### src/include/router_config.svh
`ifndef ROUTER_CONFIG_SVH
`define ROUTER_CONFIG_SVH

`define ROUTER_FLIT_WIDTH 16  // one flit per cycle
`define ROUTER_LEN_WIDTH  12  // packet length field in head flit

`define ROUTER_NUM_PORTS  5   // L, N, E, W, S
`define ROUTER_FIFO_DEPTH 16  // must be a power of two

`endif

### src/source/routerPkg.sv
`include "router_config.svh"

package routerPkg;

  typedef enum logic [2:0] {
    FLIT_HEAD = 3'b001,
    FLIT_BODY = 3'b010,
    FLIT_TAIL = 3'b100
  } flitKindT;

  typedef enum logic [5:0] {
    ARB_IDLE  = 6'b000001,
    ARB_LOCAL = 6'b000010,
    ARB_NORTH = 6'b000100,
    ARB_EAST  = 6'b001000,
    ARB_WEST  = 6'b010000,
    ARB_SOUTH = 6'b100000
  } arbStateT;

  typedef struct packed {
    flitKindT                     kind;
    logic                         rsvd;
    logic [`ROUTER_LEN_WIDTH-1:0] len;   // counts the head itself
  } headViewT;

  typedef struct packed {
    flitKindT                      kind;
    logic [`ROUTER_FLIT_WIDTH-4:0] payload;
  } dataViewT;

  // same word, read as head or as body/tail
  typedef union packed {
    headViewT head;
    dataViewT data;
  } flitT;

endpackage

### src/source/inputBuffer.sv
`timescale 1ns/1ns
`include "router_config.svh"

module inputBuffer (
  input  logic            clk,
  input  logic            rst,
  input  logic            write,
  input  routerPkg::flitT inFlit,
  input  logic            pop,
  output routerPkg::flitT frontFlit,
  output logic            req,
  output logic            full
);

  localparam int ptrWidth = $clog2(`ROUTER_FIFO_DEPTH);
  localparam logic [ptrWidth:0] depthCount = `ROUTER_FIFO_DEPTH;

  routerPkg::flitT     mem [`ROUTER_FIFO_DEPTH];
  logic [ptrWidth-1:0] wrPtr;
  logic [ptrWidth-1:0] rdPtr;
  logic [ptrWidth:0]   count;

  always_ff @(posedge clk)
  begin
    if (write)
    begin
      mem[wrPtr] <= inFlit;
    end
  end

  always_ff @(posedge clk)
  begin
    if (rst)
    begin
      wrPtr <= '0;
      rdPtr <= '0;
      count <= '0;
    end
    else
    begin
      if (write)
      begin
        wrPtr <= wrPtr + 1'b1;  // wraps at depth
      end
      if (pop)
      begin
        rdPtr <= rdPtr + 1'b1;
      end
      case ({write, pop})
        2'b10:   count <= count + 1'b1;
        2'b01:   count <= count - 1'b1;
        default: count <= count;  // both or neither
      endcase
    end
  end

  assign frontFlit = mem[rdPtr];  // oldest flit, no read latency
  assign req       = (count != '0);
  assign full      = (count == depthCount);

  // arbiter must only pop a port that is requesting
  popNotEmpty: assert property (@(posedge clk) disable iff (rst) pop |-> req)
    else $error("inputBuffer: pop while empty");

  writeNotFull: assert property (@(posedge clk) disable iff (rst) write |-> !full)
    else $error("inputBuffer: write while full");

endmodule

### src/source/outputStage.sv
`timescale 1ns/1ns
`include "router_config.svh"

module outputStage (
  input  logic                         clk,
  input  logic                         rst,
  input  routerPkg::flitT              frontL,
  input  routerPkg::flitT              frontN,
  input  routerPkg::flitT              frontE,
  input  routerPkg::flitT              frontW,
  input  routerPkg::flitT              frontS,
  input  logic [`ROUTER_NUM_PORTS-1:0] pop,
  output logic                         outValid,
  output routerPkg::flitT              outFlit,
  output logic [2:0]                   outPort
);

  routerPkg::flitT fronts [`ROUTER_NUM_PORTS];
  routerPkg::flitT selFlit;
  logic [2:0]      selPort;

  assign fronts[0] = frontL;
  assign fronts[1] = frontN;
  assign fronts[2] = frontE;
  assign fronts[3] = frontW;
  assign fronts[4] = frontS;

  always_comb
  begin
    selFlit = fronts[0];
    selPort = '0;
    for (int i = 0; i < `ROUTER_NUM_PORTS; i++)
    begin
      if (pop[i])
      begin
        selFlit = fronts[i];
        selPort = 3'(i);  // one-hot to index
      end
    end
  end

  always_ff @(posedge clk)
  begin
    if (rst)
    begin
      outValid <= 1'b0;
    end
    else
    begin
      outValid <= |pop;
    end
  end

  always_ff @(posedge clk)
  begin
    outFlit <= selFlit;  // qualified by outValid
    outPort <= selPort;
  end

  popOneHot: assert property (@(posedge clk) disable iff (rst) $onehot0(pop))
    else $error("outputStage: more than one port popped");

endmodule

### src/source/packetTimer.sv
`timescale 1ns/1ns
`include "router_config.svh"

module packetTimer (
  input  logic            clk,
  input  logic            rst,
  input  routerPkg::flitT frontFlit,
  input  logic            runTimer,
  output logic            timesUp
);

  logic [`ROUTER_LEN_WIDTH-1:0] pktLen;
  logic [`ROUTER_LEN_WIDTH-1:0] count;
  logic                         isHead;

  assign isHead = (frontFlit.head.kind == routerPkg::FLIT_HEAD);

  always_ff @(posedge clk)
  begin
    if (rst)
    begin
      pktLen <= '0;
      count  <= '0;
    end
    else if (runTimer)
    begin
      if (isHead)
      begin
        pktLen <= frontFlit.head.len;  // length latched on head pop
        count  <= {{(`ROUTER_LEN_WIDTH-1){1'b0}}, 1'b1};
      end
      else
      begin
        count <= count + 1'b1;
      end
    end
    else
    begin
      count <= '0;  // idle or granted elsewhere
    end
  end

  // high in the cycle after the last flit of the packet popped
  assign timesUp = (count != '0) && (count == pktLen);

  headLenNonZero: assert property (@(posedge clk) disable iff (rst)
    runTimer && isHead |-> frontFlit.head.len != '0)
    else $error("packetTimer: head popped with zero length");

endmodule

### src/source/routerOutputPort.sv
`timescale 1ns/1ns
`include "router_config.svh"

module routerOutputPort (
  input  logic                         clk,
  input  logic                         rst,
  input  logic [`ROUTER_NUM_PORTS-1:0] inWrite,
  input  routerPkg::flitT              inFlitL,
  input  routerPkg::flitT              inFlitN,
  input  routerPkg::flitT              inFlitE,
  input  routerPkg::flitT              inFlitW,
  input  routerPkg::flitT              inFlitS,
  output logic [`ROUTER_NUM_PORTS-1:0] inFull,
  output logic                         outValid,
  output routerPkg::flitT              outFlit,
  output logic [2:0]                   outPort
);

  routerPkg::flitT              frontL;
  routerPkg::flitT              frontN;
  routerPkg::flitT              frontE;
  routerPkg::flitT              frontW;
  routerPkg::flitT              frontS;
  logic [`ROUTER_NUM_PORTS-1:0] req;
  logic [`ROUTER_NUM_PORTS-1:0] pop;

  inputBuffer bufL (.clk(clk), .rst(rst), .write(inWrite[0]), .inFlit(inFlitL),
                    .pop(pop[0]), .frontFlit(frontL), .req(req[0]), .full(inFull[0]));
  inputBuffer bufN (.clk(clk), .rst(rst), .write(inWrite[1]), .inFlit(inFlitN),
                    .pop(pop[1]), .frontFlit(frontN), .req(req[1]), .full(inFull[1]));
  inputBuffer bufE (.clk(clk), .rst(rst), .write(inWrite[2]), .inFlit(inFlitE),
                    .pop(pop[2]), .frontFlit(frontE), .req(req[2]), .full(inFull[2]));
  inputBuffer bufW (.clk(clk), .rst(rst), .write(inWrite[3]), .inFlit(inFlitW),
                    .pop(pop[3]), .frontFlit(frontW), .req(req[3]), .full(inFull[3]));
  inputBuffer bufS (.clk(clk), .rst(rst), .write(inWrite[4]), .inFlit(inFlitS),
                    .pop(pop[4]), .frontFlit(frontS), .req(req[4]), .full(inFull[4]));

  switchArbiter arb (
    .clk    (clk),
    .rst    (rst),
    .req    (req),
    .frontL (frontL),
    .frontN (frontN),
    .frontE (frontE),
    .frontW (frontW),
    .frontS (frontS),
    .pop    (pop),
    .grant  ()  // pop already carries the grant
  );

  outputStage outStage (
    .clk      (clk),
    .rst      (rst),
    .frontL   (frontL),
    .frontN   (frontN),
    .frontE   (frontE),
    .frontW   (frontW),
    .frontS   (frontS),
    .pop      (pop),
    .outValid (outValid),
    .outFlit  (outFlit),
    .outPort  (outPort)
  );

endmodule

### src/source/switchArbiter.sv
`timescale 1ns/1ns
`include "router_config.svh"

module switchArbiter (
  input  logic                         clk,
  input  logic                         rst,
  input  logic [`ROUTER_NUM_PORTS-1:0] req,
  input  routerPkg::flitT              frontL,
  input  routerPkg::flitT              frontN,
  input  routerPkg::flitT              frontE,
  input  routerPkg::flitT              frontW,
  input  routerPkg::flitT              frontS,
  output logic [`ROUTER_NUM_PORTS-1:0] pop,
  output logic [`ROUTER_NUM_PORTS-1:0] grant
);

  routerPkg::arbStateT          state;
  routerPkg::arbStateT          nextState;
  logic [`ROUTER_NUM_PORTS-1:0] timesUp;

  // first requester in rotating order beginning at startIdx
  function automatic routerPkg::arbStateT rotate(
    input logic [`ROUTER_NUM_PORTS-1:0] r,
    input int                           startIdx
  );
    logic [5:0] code;
    int         idx;
    code = routerPkg::ARB_IDLE;
    for (int k = `ROUTER_NUM_PORTS - 1; k >= 0; k--)
    begin
      idx = (startIdx + k) % `ROUTER_NUM_PORTS;
      if (r[idx])
      begin
        code = 6'b000010 << idx;  // nearest one wins, it is written last
      end
    end
    return routerPkg::arbStateT'(code);
  endfunction

  packetTimer timerL (.clk(clk), .rst(rst), .frontFlit(frontL), .runTimer(pop[0]),
                      .timesUp(timesUp[0]));
  packetTimer timerN (.clk(clk), .rst(rst), .frontFlit(frontN), .runTimer(pop[1]),
                      .timesUp(timesUp[1]));
  packetTimer timerE (.clk(clk), .rst(rst), .frontFlit(frontE), .runTimer(pop[2]),
                      .timesUp(timesUp[2]));
  packetTimer timerW (.clk(clk), .rst(rst), .frontFlit(frontW), .runTimer(pop[3]),
                      .timesUp(timesUp[3]));
  packetTimer timerS (.clk(clk), .rst(rst), .frontFlit(frontS), .runTimer(pop[4]),
                      .timesUp(timesUp[4]));

  always_ff @(posedge clk)
  begin
    if (rst)
    begin
      state <= routerPkg::ARB_IDLE;
    end
    else
    begin
      state <= nextState;
    end
  end

  assign grant = state[5:1];
  assign pop   = grant & req & ~timesUp;  // pop also means "hold this port"

  // current port is masked out when rotating away
  always_comb
  begin
    unique case (state)
      routerPkg::ARB_IDLE:  nextState = rotate(req, 0);
      routerPkg::ARB_LOCAL: nextState = pop[0] ? state : rotate(req & 5'b11110, 1);
      routerPkg::ARB_NORTH: nextState = pop[1] ? state : rotate(req & 5'b11101, 2);
      routerPkg::ARB_EAST:  nextState = pop[2] ? state : rotate(req & 5'b11011, 3);
      routerPkg::ARB_WEST:  nextState = pop[3] ? state : rotate(req & 5'b10111, 4);
      routerPkg::ARB_SOUTH: nextState = pop[4] ? state : rotate(req & 5'b01111, 0);
      default:              nextState = routerPkg::ARB_IDLE;
    endcase
  end

  stateOneHot: assert property (@(posedge clk) disable iff (rst) $onehot(state))
    else $error("switchArbiter: state not one-hot");

endmodule

### config.mk
export PLATFORM = sky130hd
export DESIGN_NAME = routerOutputPort
export DESIGN_NICKNAME = d
export VERILOG_FILES = /design/src/source/routerPkg.sv /design/src/source/inputBuffer.sv /design/src/source/outputStage.sv /design/src/source/packetTimer.sv /design/src/source/routerOutputPort.sv /design/src/source/switchArbiter.sv
export VERILOG_INCLUDE_DIRS = /design/src /design/src/include
export SDC_FILE = /design/constraint.sdc
export NUM_CORES = 2
export LEC_CHECK = 0
export BUFFER_PORTS_ARGS = -buffer_cell sky130_fd_sc_hd__buf_2
export CORE_UTILIZATION = 60
export CTS_BUF_LIST = sky130_fd_sc_hd__clkbuf_4
export DETAILED_ROUTE_END_ITERATION = 6
export HOLD_SLACK_MARGIN = 0.02
export PLACE_DENSITY = 0.78
export SLEW_MARGIN = 20
export SYNTH_ARGS = -nofsm -noshare
export SYNTH_HDL_FRONTEND = slang
export SYNTH_SLANG_ARGS = --single-unit
export TNS_END_PERCENT = 20
### constraint.sdc
create_clock -name clk -period 5.35 [get_ports clk]
set_input_delay 1.07 -clock clk [delete_from_list [all_inputs] [get_ports clk]]
set_output_delay 1.07 -clock clk [all_outputs]
set_load 0.01 [all_outputs]
==> results.md <==
- WL final: between 100000 and 150000 um
- Initial antenna violation count: 15
- Worst-Skew Late Latency: 1.18 ns
- Cts bufs inserted: 381
- Bufs on Longest Clock Path: 4
- Yosys warnings: 0
- Setup Viol. Count Final: 0
- RD Place Congestion: ~0.9
- Setup tns final: 0 ns
- Switching part of the total power: 0.233
- Crit path kind: reg -> reg
- Max cap viols: 0
- Flops & latches, synth: 1511
- Minimum clock period: between 3 and 4 ns
- Leak: 22.4 nW
- Post-CTS Hold Buffers: 0
- Final #Nets: between 3000 and 4000
- Number of flops mapped to enable cells by yosys: 1280
- Logic pwr share: 0.067
- Layout Skew: 0.101 ns
- Via density per instance: 6.12
- Wire per inst: 25.8 um
- Die area: just over 0.1 mm2
- Register Area: 0.0431 mm2
- Grt ovf: 0
- Die X: about 320 um
- Internal Power: 18.5 mW
- Post-synth top flop: edfxtp_1
- Switching pwr: 5.63 mW
- IO Count: about 110
- Global-route wire length before repair: 196000 um
- Rows: 115
- Die Ht: 317 um
- Cell count after synthesis: 3169
- Final core utilization: 0.672
- Seq pwr share: 0.550
- Post-route cell area: about 0.066 mm2
- Period utilization: 0.694
- Layout area overhead: 11.0%
- HPWL Detailed: 80100 um
- Async SR Flop Fraction: 0
- H-Tree Depth: 5
- ANT nets after route: 0
- Slew Limit Fails: 0
- Slew @ Worst Pin: 1.19 ns
- Worst path arrival time: around 4.8 ns
- Post-synth net total: 3309
- Syn Area/Cell: 18.8 um2
- # fillers: 6391
- CP Launch Type: flop
- Initial core utilization: 0.606
- Library cells used by synthesis: 56
- Post-synthesis cell area: 0.0596 mm2
- Clock Power Share: 0.383
- Status: finished, final reports clean
- Via Count: 31400
- Maximum VDD drop: 0.000270 V
- CTS tree: yes
- P per Cell Area: 364 mW/mm2
- RSZ-0062 raised after global routing: no
- Post_cts resized: 0
- DR DRC count: 0
- Crit. End Element: flop
- Clock-pin slew on the worst setup and hold paths: 0.07 ns
- Vias in the first global route: ~33000
- Hold slack: 0.260 ns
- Placed inst area: 0.0614 mm2
- Post-CTS Setup Repair Bufs: 0
- Total track usage: 0.269
- Multi-input gate area: approximately 0.016 mm2
- Rel. slew slack: 0.206
- Critical path fanouts, max: 8
- Core ar.: between 0.09 and 0.1 mm2
- Hold Vio Cnt, Final: 0
- Share of cells above drive strength 1: 0.303
- Seq/Total Area, Yosys: 0.722
- Port Buffers: around 110
- CTS Sinks: 1511
- Largest net degree at the start of global routing: 60
- Fmax: 269 MHz
- Detailed Route Iter0 Violations: 3183
- DR pass1 iterations: 5
- Worst endpoint required time: 6.46 ns
- Clock root cell: clkbuf_4
- Tightest Hold Check Type: in -> reg
-- Yosys cell counts, types with 15 or more instances --
library cell	instances	area (um2)
mux4_2	373	8400
or3_1	20	125
a21oi_1	50	250
a22oi_1	54	405
clkbuf_1	87	327
nor4_1	32	200
mux2i_1	92	921
and2_1	88	551
nor3_1	18	90.1
buf_1	21	78.8
ha_1	53	663
dfxtp_1	231	4620
xnor2_1	49	429
nand4_1	15	93.8
xor2_1	112	981
nand3_1	45	225
nor2_1	209	785
edfxtp_1	1280	38400
and3_1	25	156
nor2b_1	16	100
inv_1	48	180
buf_2	34	170
nand2_1	78	293
o21ai_0	24	120
-- worst max-delay path, stage by stage (launching register included) --
cell       delay, ns
dfxtp_1         0.36
inv_1           0.10
ha_1            0.15
nor4b_1         0.22
a31oi_1         0.13
o2111ai_1       0.24
nand3_1         0.32
inv_1           0.32
ha_1            0.39
xor2_1          0.22
ha_1            0.22
o21ai_0         0.09
a21oi_1         0.16
a21oi_1         0.10
xor2_1          0.16
or3_1           0.33
a21oi_1         0.14
-- logic make-up (layout without fill, tap and decap cells) --
group                    Yosys count  count (layout)  synth area share
other                              0               7                 0
flip-flops                      1511            1511             0.722
multiplexers                     479             479             0.160
AO/OA/AOI/OAI                    174             174            0.0189
adder cells (fa/ha/maj)           53              53            0.0111
buffers and inverters            209             868            0.0155
AND/OR/NAND/NOR                  582             582            0.0486
XOR/XNOR                         161             161            0.0237
-- stage by stage --
stage	setup slack, ns	cells	total power [mW]
3_3_place_gp	1.69	4444	15.0
4_1_cts	1.54	5109	24.3
5_1_grt	1.23	5119	25.0
2_1_floorplan	1.86	3169	14.4
6_report	1.64	5122	24.1
3_5_place_dp	1.67	4446	15.1
-- path summary, 6_finish.rpt --
| check | from | endpoint | slack (ns) | cells past startpoint |
|---|---|---|---|---|
| setup / recovery | arb.timerL.count[0]$_SDFF_PP0_ | bufL.count[4]$_SDFFE_PP0P_ | 1.64 | 16 |
| hold / removal | inWrite[4] | bufS.wrPtr[1]$_SDFFE_PP0P_ | 0.26 | 3 |
| setup reg to reg | arb.timerL.count[0]$_SDFF_PP0_ | bufL.count[4]$_SDFFE_PP0P_ | 1.64 | 16 |
| hold reg to reg | bufN.rdPtr[1]$_SDFFE_PP0N_ | flop | 0.48 | 2 |
-- layout make-up --
cell class                 instances  area share
antenna                            7    0.000265
clock buffer                     548      0.0622
clock inverter                   115     0.00783
inverter                          50     0.00284
multi-input combinational       1449       0.237
sequential                      1511       0.651
tap                             1287      0.0243
timing repair buffer             155      0.0145
-- power by group through the flow --
| stage | clock, mW | sequential (mW) | combinational, mW |
|---|---|---|---|
| detailed placement | 0 | 13.5 | 1.60 |
| global placement | 0 | 13.5 | 1.53 |
| CTS | 9.38 | 13.3 | 1.61 |
| floorplan | 0 | 13.3 | 1.12 |
| global route | 9.98 | 13.3 | 1.73 |
| finish | 9.23 | 13.3 | 1.62 |
-- routing by layer --
metal / track usage / part of all wire
met4: 0.106 / 0.028
met2: 0.446 / 0.51
met5: 0 / 0.00060
met3: 0.0701 / 0.084
met1: 0.341 / 0.38
-- flip-flops by register name, summed over array words and instances, names as in the netlist, 6 cells and up, named ones only --
| register | cells |
|---|---|
| arb.state | 6 |
| arb.timerE.count | 12 |
| arb.timerE.pktLen | 12 |
| arb.timerL.count | 12 |
| arb.timerL.pktLen | 12 |
| arb.timerN.count | 12 |
| arb.timerN.pktLen | 12 |
| arb.timerS.count | 12 |
| arb.timerS.pktLen | 12 |
| arb.timerW.count | 12 |
| arb.timerW.pktLen | 12 |
| bufE.mem | 256 |
| bufL.mem | 256 |
| bufN.mem | 256 |
| bufS.mem | 256 |
| bufW.mem | 256 |
| outStage.outFlit | 16 |
-- placed cells by master, fill, tap and decap left out, types with 14 or more instances in the layout --
cell / n
xor2_1: 112
clkbuf_4: 548
a21oi_1: 50
buf_4: 37
and3_1: 25
nor2b_1: 16
and2_2: 32
or3_1: 20
clkinv_1: 92
mux2i_1: 92
xnor2_1: 49
o22ai_1: 14
nand3_1: 45
ha_1: 53
edfxtp_1: 1280
nor4_1: 32
inv_1: 48
dfxtp_1: 220
o21ai_0: 24
nand4_1: 15
a22oi_1: 54
mux4_2: 373
nand2b_1: 14
and2_1: 56
buf_2: 110
nor3_1: 17
nand2_1: 78
nor2_1: 209
No activity file was read; power rests on OpenSTA's default activity.
